### src/hdl/sram_ctrl_pkg.sv
package sram_ctrl_pkg;

    // SRAM geometry
    localparam int ADDR_W = 15;
    localparam int DATA_W = 16;

    // Wait-state counts
    localparam int WAIT_W = 4;
    localparam logic [WAIT_W-1:0] RD_WAIT_RST = 4'd2;
    localparam logic [WAIT_W-1:0] WR_WAIT_RST = 4'd3;

    // Config register map
    localparam logic CFG_RD_WAIT = 1'b0;
    localparam logic CFG_WR_WAIT = 1'b1;

    typedef struct packed {
        logic [WAIT_W-1:0] rd_wait;
        logic [WAIT_W-1:0] wr_wait;
    } sram_timing_t;

    typedef enum logic [2:0] {
        IDLE,
        RD_SETUP,
        RD_WAIT,
        RD_CAPTURE,
        WR_SETUP,
        WR_PULSE,
        WR_HOLD
    } access_state_t;

    typedef struct packed {
        logic latch_addr;
        logic latch_data;
        logic latch_read;
        logic drive_data_en;
        logic ce_n;
        logic oe_n;
        logic we_n;
    } sram_ctl_t;

endpackage
### src/hdl/sram_timing_regs.sv
module sram_timing_regs (
    input  logic                             clk,
    input  logic                             rst_n,

    // Config port
    input  logic                             cfg_wr,
    input  logic                             cfg_addr,
    input  logic [sram_ctrl_pkg::WAIT_W-1:0] cfg_wdata,
    output logic [sram_ctrl_pkg::WAIT_W-1:0] cfg_rdata,

    // Wait-state counts to the sequencer
    output sram_ctrl_pkg::sram_timing_t      timing
);

    sram_ctrl_pkg::sram_timing_t regs_q;

    always_ff @(posedge clk or negedge rst_n) begin
        if (!rst_n) begin
            regs_q.rd_wait <= sram_ctrl_pkg::RD_WAIT_RST;
            regs_q.wr_wait <= sram_ctrl_pkg::WR_WAIT_RST;
        end else if (cfg_wr) begin
            case (cfg_addr)
                sram_ctrl_pkg::CFG_RD_WAIT: regs_q.rd_wait <= cfg_wdata;
                sram_ctrl_pkg::CFG_WR_WAIT: regs_q.wr_wait <= cfg_wdata;
            endcase
        end
    end

    // Read-back mux, no extra cycle
    always_comb begin
        case (cfg_addr)
            sram_ctrl_pkg::CFG_WR_WAIT: cfg_rdata = regs_q.wr_wait;
            default: cfg_rdata = regs_q.rd_wait;
        endcase
    end

    assign timing = regs_q;

endmodule

### config.mk
export PLATFORM = sky130hd
export DESIGN_NAME = sram_timing_regs
export DESIGN_NICKNAME = d
export VERILOG_FILES = /design/src/hdl/sram_ctrl_pkg.sv /design/src/hdl/sram_timing_regs.sv
export SDC_FILE = /design/constraint.sdc
export NUM_CORES = 1
export LEC_CHECK = 0
export BUFFER_PORTS_ARGS = -buffer_cell sky130_fd_sc_hd__buf_2
export CORE_AREA = 4 4 41 43
export CTS_BUF_LIST = sky130_fd_sc_hd__clkbuf_4 sky130_fd_sc_hd__clkbuf_8
export CTS_CLUSTER_SIZE = 10
export DETAILED_ROUTE_END_ITERATION = 6
export DIE_AREA = 0 0 45 47
export GPL_ROUTABILITY_DRIVEN = 0
export PLACE_DENSITY = 0.62
export SETUP_SLACK_MARGIN = 0.3
export SYNTH_ARGS = -nofsm -noshare
export SYNTH_HDL_FRONTEND = slang
export SYNTH_SLANG_ARGS = --single-unit
export TNS_END_PERCENT = 1
### constraint.sdc
create_clock -name clk -period 0.85 [get_ports clk]
set_input_delay 0.085 -clock clk [delete_from_list [all_inputs] [get_ports clk]]
set_output_delay 0.085 -clock clk [all_outputs]
set_load 0.05 [all_outputs]
# [Yosys cells after proc, flatten, opt, wreduce, memory -nomap -nowiden]
# Index checks and enable logic that the tools add are counted.
[op_classes] muxes=1 bitwise_logic=1 reduce_logical=2
[ops] op="$mux W4" n=1
[ops] op="$reduce_and A2 Y1" n=2
[ops] op="$not A1 Y1" n=1
[word_totals] register_bits=8 in_bits=8 elab_cells=6

# [Logic depth before layout (Yosys ltp)]
[depth] ltp_word=2 mapped_depth=2 ltp_nobuf=2

# [Least setup slack after synthesis]
# No wires, ideal clock.
[synth_timing] path_type="reg-to-output" startpoint="register regs_q, in the netlist timing[0]" endpoint="output cfg_rdata[0] in the netlist's numbering" arrival_ns=1.056 setup_slack_ns=-0.291 path_stages_with_launch=2 n_path_buf=0 cell_sequence="dfstp_2 -> mux2_2"
[synth_via] elab_chain_cells=1
[synth_rtl] element="from (decl)" line="sram_timing_regs.sv:15" source="sram_ctrl_pkg::sram_timing_t regs_q;"
[synth_rtl] element="$mux W4" line="sram_timing_regs.sv:31" source="case (cfg_addr)"
[synth_rtl] element="to (decl)" line="sram_timing_regs.sv:9" source="output logic [sram_ctrl_pkg::WAIT_W-1:0] cfg_rdata,"
# No other way between the ends.

# [Worst setup path after layout]
[layout_timing] startpoint="register regs_q, in the netlist timing[2]" endpoint="output cfg_rdata[2] in the netlist's numbering"
# The elaborated chain is that of the path after synthesis.

==> impl_metrics.toml <==
[timing]
fin_ws_ns = -0.3252
setup_viol = 17
max_freq_mhz = 850.9
final.period_utilization_pct = 138.3
slew-limit-headroom_pct = 84.12
finalHoldViolations = 0
max_slew.worst_pin.slew_ns = 0.2372
fin_crit_ns = 1.175
final-max-slew-violation-count = 0
holdWs_ns = 0.07325
rsz0062_at_grt = "true"
finalClockSkew_ns = 0

[power]
power.density_nw_per_um2 = 2447
ir_drop_uv = 976.7
p_comb_share_pct = 49.3
p_seq_share_pct = 29.7
switchingPower_mw = 0.6330
p_int_mw = 1.045
clock_power_share_pct = 20.9
switching_share_pct = 37.72
power_leakage_nw = 0.3343
p_total_mw = 1.678

[clocking]
cts_buffers = 3
cts_root_buf = "clkbuf_4"
clock_path_buffers = 2
clock_latency_ns = 0.25
cts_sinks = 8
clk_pin_slew_worst_paths_ns = 0.06
htree_num_levels = 1
tritoncts = "done"

[floorplanning]
die_h_um = 47
io_pins = 20
rows = 13
die-area_um2 = 2115
coreArea_um2 = 1301
initial_core_util_pct = 28.37
die_width_um = 45

[synth]
synthFlopType = "dfrtp_1"
syn_area_per_cell_um2 = 16.78
async_flop_share_pct = 100.0
ys_top_cells_by_count = "mux2_2 (8), dfrtp_1 (5), mux2_4 (4), dfstp_2 (3)"
yosysMostFrequentCell = "mux2_2"
synth_edf_count = 0
syn-cell-area_um2 = 369.1
synth_top_cell_by_area = "dfrtp_1"
synth_nets = 30
synth_seq_area_share_pct = 55.25
synth_cells = 22
ys_types = 6
synth.top_cell.area_share_pct = 33.90
synth_seq_cells = 8
synthTopCellsByArea = "dfrtp_1 (34%), mux2_2 (24%), dfstp_2 (21%)"
yosysWarnings = 0

[outcome]
violations = "setup timing"
status = "finished, violations left"

[global_routing]
grtUsageTotal_pct = 10.38
grt_pass1_vias = 323
antenna_found_initial = 0
grt_pass1_wl_um = 1497
grt-ovfl-total = 0
grt_max_degree = 9

[setup_path]
cp_slowest_cell = "dfrtp_2"
crit_type = "reg -> out"
cpPeakStageDelay_ns = 0.41
cp-start-kind = "register"
end_kind = "output pin"
cp_max_fo = 2
worstPathCellList = "mux2_4, buf_8"
required_ns = 0.76
cp.arrival_ns = 1.09

[detailed_routing]
drc = 0
vias = 297
first_iter_violations = 4
detail_route.wl_per_cell_um = 13.37
drt-pass1-iter-count = 2
wl_um = 909
via_per_inst = 4.368
route.antenna.remaining_nets = 0

[run]
cap_violations = 0

[cells_and_area]
layout-drive-gt1-share_pct = 96.23
largest_register_ff_count = 8
antenna_cells = 0
layout.nets = 62
syn2layout_area_growth_pct = 85.76

[placed_design]
io_buffers = 19
preCtsSetupSlack_ns = -0.1506

[hold_path]
hold_class = "in -> reg"
[metal layers]
layer	up-vias	global-route usage, %	routed length, um
met5	-	0	0
met4	0	5.263	0
met3	0	2.682	94
met2	17	16.38	407
met1	141	13.11	406
li1	139	-	-
[through the flow]
step | util [%] | instances | setup TNS (ns) | area [um2]
after floorplan | - | 22 | -1.358 | 381.6
after global placement | 41.54 | 62 | -0.9407 | 540.5
after detailed placement | 41.54 | 62 | -1.121 | 540.5
after CTS | 50.19 | 67 | -3.143 | 653.1
after global routing | 52.69 | 68 | -3.649 | 685.7
final | 52.69 | 68 | -3.058 | 685.7
[timing repair]
action                     4_1_cts  5_1_grt
gates resized for setup         23        8
setup endpoints to repair       20       20
hold endpoints to repair         8        0
hold buffers                     1        0
setup buffers                    0        1
[cell type report]
type	instances	area (um2)
timing repair buffer	27	251.5
sequential	8	209.0
clock buffer	4	30.03
tap	15	18.77
multi-input combinational	14	176.4
fill	122	615.6
[critical path, delay by kind of cell (launching register included)]
kind	cells	cell delay, ns
buf+inv	1	0.15
flops	1	0.41
mux	1	0.27
[cell families after synthesis]
family,Yosys count,synth area share (%)
flops,8,55.26
mux,12,40.68
simple gates,2,4.069
[cell usage in the layout, fill, tap and decap left out, drive strengths merged]
master       instances
dfrtp                5
dlygate4sd3          1
dfstp                3
nand2                1
mux2                12
clkbuf               4
nor2b                1
buf                 26
[power groups by stage]
| stage | clock (mW) | combinational [mW] | sequential (mW) |
|---|---|---|---|
| floorplan | 0 | 0.252 | 0.708 |
| global placement | 0 | 0.645 | 0.494 |
| detailed placement | 0 | 0.649 | 0.498 |
| CTS | 0.369 | 0.785 | 0.495 |
| global route | 0.388 | 0.863 | 0.511 |
| finish | 0.351 | 0.827 | 0.499 |
[path summary, 6_finish.rpt]
kind                              start      endpoint  slack (ns)  cells after the start
max in group asynchronous         rst_n     timing[5]        0.40                      2
min                        cfg_wdata[0]     timing[0]        0.07                      2
max reg2reg                   timing[2]     timing[2]       -0.14                      3
min in group asynchronous         rst_n     timing[4]        0.21                      2
min reg2reg                   timing[7]     timing[7]        0.61                      2
max                           timing[2]  cfg_rdata[2]       -0.33                      2
No activity file was read; power rests on OpenSTA's default activity.
