--- config.mk ---
export PLATFORM = sky130hd
export DESIGN_NAME = sram_access_fsm
export DESIGN_NICKNAME = d
export VERILOG_FILES = /design/src/hdl/sram_ctrl_pkg.sv /design/src/hdl/sram_access_fsm.sv
export SDC_FILE = /design/constraint.sdc
export NUM_CORES = 1
export LEC_CHECK = 0
export ABC_CLOCK_PERIOD_IN_PS = 3000
export BUFFER_PORTS_ARGS = -buffer_cell sky130_fd_sc_hd__buf_2
export CAP_MARGIN = 20
export CORE_UTILIZATION = 30
export DETAILED_ROUTE_END_ITERATION = 16
export PLACE_DENSITY = 0.51
export SLEW_MARGIN = 10
export SYNTH_ARGS = -nofsm -noshare
export SYNTH_HDL_FRONTEND = slang
export SYNTH_SLANG_ARGS = --single-unit
--- constraint.sdc ---
create_clock -name clk -period 3 [get_ports clk]
set_clock_uncertainty 0.05 [all_clocks]
set_input_delay 0.3 -clock clk [delete_from_list [all_inputs] [get_ports clk]]
set_output_delay 0.3 -clock clk [all_outputs]
set_load 0.01 [all_outputs]
--- src/hdl/sram_ctrl_pkg.sv ---
package sram_ctrl_pkg;

    // SRAM geometry
    localparam int ADDR_W = 15;
    localparam int DATA_W = 16;

    // Wait-state counts
    localparam int WAIT_W = 4;
    localparam logic [WAIT_W-1:0] RD_WAIT_RST = 4'd2;
    localparam logic [WAIT_W-1:0] WR_WAIT_RST = 4'd3;

    // Config register map
    localparam logic CFG_RD_WAIT = 1'b0;
    localparam logic CFG_WR_WAIT = 1'b1;

    typedef struct packed {
        logic [WAIT_W-1:0] rd_wait;
        logic [WAIT_W-1:0] wr_wait;
    } sram_timing_t;

    typedef enum logic [2:0] {
        IDLE,
        RD_SETUP,
        RD_WAIT,
        RD_CAPTURE,
        WR_SETUP,
        WR_PULSE,
        WR_HOLD
    } access_state_t;

    typedef struct packed {
        logic latch_addr;
        logic latch_data;
        logic latch_read;
        logic drive_data_en;
        logic ce_n;
        logic oe_n;
        logic we_n;
    } sram_ctl_t;

endpackage
--- src/hdl/sram_access_fsm.sv ---
module sram_access_fsm (
    input  logic                        clk,
    input  logic                        rst_n,

    // CPU requests
    input  logic                        read_req,
    input  logic                        write_req,

    // Programmed wait states
    input  sram_ctrl_pkg::sram_timing_t timing,

    // Datapath steering and SRAM strobes
    output sram_ctrl_pkg::sram_ctl_t    ctl,
    output logic                        ready
);

    sram_ctrl_pkg::access_state_t state_q;
    sram_ctrl_pkg::access_state_t state_next;
    sram_ctrl_pkg::sram_timing_t  timing_q;
    logic [sram_ctrl_pkg::WAIT_W-1:0] cnt_q;
    logic [sram_ctrl_pkg::WAIT_W-1:0] cnt_next;
    logic accept;
    logic rd_next;
    logic ce_n_q;
    logic oe_n_q;
    logic we_n_q;

    assign ready  = (state_q == sram_ctrl_pkg::IDLE);
    assign accept = ready && (read_req || write_req);

    always_comb begin
        state_next = state_q;
        cnt_next   = cnt_q;
        case (state_q)
            sram_ctrl_pkg::IDLE: begin
                // Read wins when both are requested
                if (read_req)
                    state_next = sram_ctrl_pkg::RD_SETUP;
                else if (write_req)
                    state_next = sram_ctrl_pkg::WR_SETUP;
            end
            sram_ctrl_pkg::RD_SETUP: begin
                if (timing_q.rd_wait == '0) begin
                    state_next = sram_ctrl_pkg::RD_CAPTURE;
                end else begin
                    state_next = sram_ctrl_pkg::RD_WAIT;
                    cnt_next   = timing_q.rd_wait - 1'b1;
                end
            end
            sram_ctrl_pkg::RD_WAIT: begin
                if (cnt_q == '0)
                    state_next = sram_ctrl_pkg::RD_CAPTURE;
                else
                    cnt_next = cnt_q - 1'b1;
            end
            sram_ctrl_pkg::RD_CAPTURE: state_next = sram_ctrl_pkg::IDLE;
            sram_ctrl_pkg::WR_SETUP: begin
                // Pulse lasts wr_wait + 1 cycles
                state_next = sram_ctrl_pkg::WR_PULSE;
                cnt_next   = timing_q.wr_wait;
            end
            sram_ctrl_pkg::WR_PULSE: begin
                if (cnt_q == '0)
                    state_next = sram_ctrl_pkg::WR_HOLD;
                else
                    cnt_next = cnt_q - 1'b1;
            end
            sram_ctrl_pkg::WR_HOLD: state_next = sram_ctrl_pkg::IDLE;
            default: state_next = sram_ctrl_pkg::IDLE;
        endcase
    end

    assign rd_next = (state_next == sram_ctrl_pkg::RD_SETUP) ||
                     (state_next == sram_ctrl_pkg::RD_WAIT)  ||
                     (state_next == sram_ctrl_pkg::RD_CAPTURE);

    always_ff @(posedge clk or negedge rst_n) begin
        if (!rst_n) begin
            state_q <= sram_ctrl_pkg::IDLE;
            cnt_q   <= '0;
            ce_n_q  <= 1'b1;
            oe_n_q  <= 1'b1;
            we_n_q  <= 1'b1;
        end else begin
            state_q <= state_next;
            cnt_q   <= cnt_next;
            // Strobes registered alongside the state so they track it exactly
            ce_n_q  <= (state_next == sram_ctrl_pkg::IDLE);
            oe_n_q  <= !rd_next;
            we_n_q  <= (state_next != sram_ctrl_pkg::WR_PULSE);
        end
    end

    // Timing snapshot, later config writes hit the next access
    always_ff @(posedge clk) begin
        if (accept)
            timing_q <= timing;
    end

    assign ctl.latch_addr    = accept;
    assign ctl.latch_data    = accept && !read_req;
    assign ctl.latch_read    = (state_q == sram_ctrl_pkg::RD_CAPTURE);
    assign ctl.drive_data_en = (state_q == sram_ctrl_pkg::WR_SETUP) ||
                               (state_q == sram_ctrl_pkg::WR_PULSE) ||
                               (state_q == sram_ctrl_pkg::WR_HOLD);
    assign ctl.ce_n          = ce_n_q;
    assign ctl.oe_n          = oe_n_q;
    assign ctl.we_n          = we_n_q;

endmodule

# Word-level counts from Yosys, hierarchy flattened
# Cells that the tools add are included.
[word_totals] ff_bits=18 in_bits=12 output_inout_bits=8
[classes] addsub=2 eq_ne=12 mux=9 reduce_logical=16
[ops] operator="$pmux W3 S5" n=1
[ops] operator="$eq A3 B2 Y1 const B" n=4
[ops] operator="$mux W3" n=4
[ops] operator="$pmux W4 S3" n=1
[ops] operator="$eq A3 B3 Y1 const B" n=3
[ops] operator="$logic_not A4 Y1" n=2
[ops] operator="$mux W4" n=2
[ops] operator="$sub A4 B1 Y4 const B" n=2
[ops] operator="$eq A3 B1 Y1 const B" n=2
[ops] operator="$logic_not A3 Y1" n=2
[ops] operator="$logic_or A1 B1 Y1" n=5
[ops] operator="$ne A2 B2 Y1 const B" n=2
[ops] operator="$ne A3 B3 Y1 const B" n=1
[ops] operator="$reduce_and A3 Y1" n=1
[ops] operator="$reduce_bool A3 Y1" n=1
[ops] operator="$logic_and A1 B1 Y1" n=2
[ops] operator="$logic_not A1 Y1" n=2
[ops] operator="$reduce_or A2 Y1" n=1
[ops] operator="$mux W1" n=1

# Depth between registers and ports, before layout
[logic_depth] depth_word=7 mapped_depth=8

# Worst setup path after synthesis
# OpenSTA, ideal clock, no wires.
[synth_timing] kind="register to register" startpoint="register state_q[0]" endpoint="register cnt_q[2] (netlist name)" setup_ns=0.125 t_arrival_ns=1.725 required_time_ns=2.825 slack_ns=1.100 stages_incl_launch_ff=8 path_buffers=0 period_less_slack_ns=1.900 path_cell_list="dfrtp_1 -> or3b_1 -> a2bb2oi_1 -> nor2_1 -> ha_1 -> xor2_1 -> o21ai_1 -> mux2_4"
[synth_between] elab_chain_cells=4
[synth_rtl] item="start, declared" line_no="sram_access_fsm.sv:17" text="sram_ctrl_pkg::access_state_t state_q;"
[synth_rtl] item="start signal, assigned" line_no="sram_access_fsm.sv:79" text="state_q <= sram_ctrl_pkg::IDLE;"
[synth_rtl] item="start signal, assigned" line_no="sram_access_fsm.sv:85" text="state_q <= state_next;"
[synth_rtl] item="$eq A3 B3 Y1 / $eq A3 B2 Y1 (equally long branches)" line_no="sram_access_fsm.sv:34" text="case (state_q)"
[synth_rtl] item="$reduce_or A2 Y1 (no source line)"
[synth_rtl] item="$ne A2 B2 Y1 (no source line) / $reduce_bool A3 Y1 (equally long branches)"
[synth_rtl] item="$reduce_and A3 Y1 (no source line)"
[synth_rtl] item="end signal, assigned" line_no="sram_access_fsm.sv:86" text="cnt_q <= cnt_next;"
[synth_rtl] item="end, declared" line_no="sram_access_fsm.sv:20" text="logic [sram_ctrl_pkg::WAIT_W-1:0] cnt_q;"
# Several ways; a longest one is shown, not always the timed one.
# A chain may end at the register's enable or synchronous reset.

==> results by stage <==
Route:
- Once detail routing completed, the nets flagged for antenna violations numbered 0.
- The via density per instance is ~4.7.
- In the final routed layout, each cell accounts on average for 12.3 um.
- After detailed routing, the number of remaining DRC violations is 0.
- The starting DRC count in detailed routing is 10.
- The total number of vias is around 700.
- Summed over all layers, the routed wires come to 1.84 mm.
- The number of iterations in the first detailed-routing pass is 4.

Synth:
- Of the post-synthesis cell area, the dominant cell type holds 0.242.
- Counting every instance in the synthesized netlist gives 90.
- After synthesis, the mean cell area works out to approximately 11 um2.
- The biggest area contributor in the post-synthesis netlist is edfxtp_1.
- The most common cell in the netlist is nand2_1.
- By count the netlist is led by 9 x nand2_1, 8 x edfxtp_1, 8 x nor2_1.
- After synthesis, the cell types taking the most area are edfxtp_1 24%, dfrtp_1 18%, dfstp_2 7.9%.
- Among all flip-flop cells after synthesis, the most frequent one is edfxtp_1.
- The synthesized netlist occupies a cell area of roughly 990 um2.
- Synthesis instantiated 36 different standard cells from the library.
- The sequential share of the synthesized area is 0.498.
- The number of warning messages in the yosys log is 0.
- The number of enable flip-flop cells after synthesis is 8.
- The number of nets produced by synthesis is approximately 100.
- The flip-flop and latch count after synthesis is 18.
- Counting flops with an async set or reset pin after synthesis yields a share of 0.556.

Clocking:
- The number of buffers on the longest clock path is 2.
- The buffer count from post-CTS setup fixing is 0.
- At the later pin of the worst-skew pair, clock insertion delay measures ~0.29 ns.
- For this design, the sink count on the clock tree is 18.
- The number of levels the H-tree was split into is 1.
- The CTS root buffer is clkbuf_4.
- TritonCTS built the clock tree.
- Clock tree synthesis inserted a total of 3 buffers.
- Clock-pin slew was measured on the worst setup and hold paths at around 0.10 ns.

Setup path:
- Setup slack on the worst reg-to-reg path comes out at around 0.80 ns.
- The worst setup path is captured at an output port.
- STA puts the critical path data arrival time at ~2.0 ns.
- The maximum net fanout on the critical path is 16.
- The type of the worst setup path is flip-flop to output port.
- At the worst endpoint, the required time is between 2 and 3 ns.
- The critical path launch point type is a flip-flop.

Run:
- The max-cap violation count is 0.

Pwr:
- The leakage dissipation is around 0.00046 uW.
- Of the total power, the share spent switching nets is 0.411.
- The sequential cell fraction of total power is 0.410.
- The power density normalized to cell area is 1140 nW/um2.
- VDD sags by at most 0.000289 V.
- The internal portion of total power is ~750 uW.
- The share of total power dissipated in the clock network is 0.098.
- The portion of total power attributed to combinational logic is 0.492.
- The switching power is between 500 and 600 uW.

Die:
- For this configuration, the core starts out at a cell density of 0.320.
- The number of cell rows is 20.
- The floorplan step defined a die boundary enclosing between 3000 and 4000 um2.
- The number of placed I/O pins is 20.
- The die extent in x is roughly 60 um.
- The region available for standard cell placement spans a little over 3000 um2.
- The die height is between 50 and 60 um.

Place:
- Routability-driven placement finished with a final weighted congestion of 0.753.
- Prior to clock tree synthesis, the placed netlist has a worst setup slack of 0.808 ns.
- The number of port buffers is 19.
- The estimated wirelength of the detail-placed design is ~1.3 mm.

Global routing:
- Entering global routing, the biggest net connects 18 pins.
- The global-route usage over all layers is 0.117.
- For this run the aggregate overflow at the end of global routing stands at 0.
- The via count of the first global-routing pass was between 600 and 700.
- The number of antenna violations at the first check in global routing was 0.
- The wire length of the first global-routing pass is approximately 3.0 mm.

Finish:
- After the last flow step, the layout net total stands at around 120.
- The area growth from synthesis to layout is 12.4%.
- The antenna diode count is 0.
- The layout filler cell count is 331.
- The area occupied by multi-input gates is 434 um2.
- In the final layout, the share of cells above drive strength 1 is 0.295.
- In the final layout, flip-flops and latches occupy between 400 and 500 um2.

STA:
- The accumulated negative setup slack is 0 ns.
- Setup repair after global routing left no endpoint under its margin.
- The max-slew headroom at the worst pin is 0.634.
- The measured slew at the worst slew-check pin is roughly 0.55 ns.
- The maximum achievable frequency is between 400 and 500 MHz.
- The number of endpoints with negative hold slack in the final report was 0.
- The number of setup violations in the final report is 0.
- The worst path needs 2.35 ns of the cycle, external delays included.
- In the finished design, the share of the clock period the worst path needs comes to 0.783.
- The max-slew violation count was 0.
- The worst path meets setup with around 0.65 ns of slack.

Outcome:
- The flow ran to the end, and the final reports show no timing, DRC or antenna violations.

Hold path:
- The path class of the lowest-slack min-delay path is input port to flip-flop.
-- cell families (layout without fill, tap and decap cells) --
logic type | after synthesis | count (layout) | share of synthesized area
muxes | 6 | 6 | 0.0706
buffers and inverters | 9 | 24 | 0.0643
AOI/OAI and AO/OA | 19 | 19 | 0.145
DFF | 18 | 18 | 0.498
and+or+nand+nor | 34 | 34 | 0.183
xor gates and xnor gates | 3 | 3 | 0.0265
adders and majority gates | 1 | 1 | 0.0126
-- worst max-delay path, stage by stage (launching register included) --
cell and delay, ns:
dfrtp_1 0.56, or2_2 0.42, nor2_1 0.13, o21a_1 0.39
buf_2 0.21
-- power by group through the flow --
stage / Combinational, uW / Clock (uW) / Sequential (uW)
global route: 688 / 143 / 539
floorplan: 604 / 0 / 445
detailed placement: 631 / 0 / 525
CTS: 633 / 131 / 518
finish: 623 / 124 / 520
global placement: 608 / 0 / 518
-- state kept, by name, summed over array words and instances (netlist names) --
name / flops
we_n_q: 1
cnt_q: 4
state_q: 3
oe_n_q: 1
ce_n_q: 1
timing_q: 8
-- metal layers --
layer / GRT usage / vias to the layer above / wire length [um]
met5: 0 / - / 0
met4: 0.0698 / 0 / 39
met3: 0.0262 / 5 / 60
met2: 0.189 / 14 / 863
met1: 0.141 / 318 / 876
li1: - / 358 / -
-- final timing paths --
| kind | startpoint | to | cells after the start |
|---|---|---|---|
| worst min-delay path | timing[6] | timing_q[6] | 1 |
| worst max-delay path | state_q[0] | ctl[6] | 4 |
| max in group asynchronous | rst_n | oe_n_q | 2 |
| worst min register to register | timing_q[3] | cnt_q[3] | 2 |
| min in group asynchronous | rst_n | cnt_q[0] | 2 |
| worst max register to register | state_q[0] | cnt_q[2] | 7 |
-- cell usage in the layout (no fill, tap or decap), types with 3 or more instances in the layout --
cell       n
nand2_1    9
xor2_1     3
buf_2     19
mux2i_1    4
o21ai_1    6
nor4_1     4
dfrtp_1    7
edfxtp_1   8
nor2_1     8
clkbuf_4   3
dfstp_2    3
-- metrics by stage --
stage	total power [uW]	area, um2	instances	hold slack [ns]	utilization
finish	1270	1110	149	0.122	0.359
global route	1370	1110	149	0.0963	0.359
CTS	1280	1110	149	0.111	0.359
global placement	1130	1080	144	0.124	0.348
detailed placement	1160	1080	144	0.126	0.348
floorplan	1050	992	90	-0.0456	-
-- timing repair --
item / in CTS / in global routing
endpoints found under the hold margin: 7 / 0
hold buffers: 1 / 0
gates resized for setup: 0 / 0
-- final cells by class --
cell class,instances,area share
Sequential cell,18,0.443
Timing Repair Buffer,20,0.0943
Tap cell,44,0.0494
Multi-Input combinational cell,63,0.389
Clock inverter,1,0.00337
Clock buffer,3,0.0202
No activity file was read; power rests on OpenSTA's default activity.
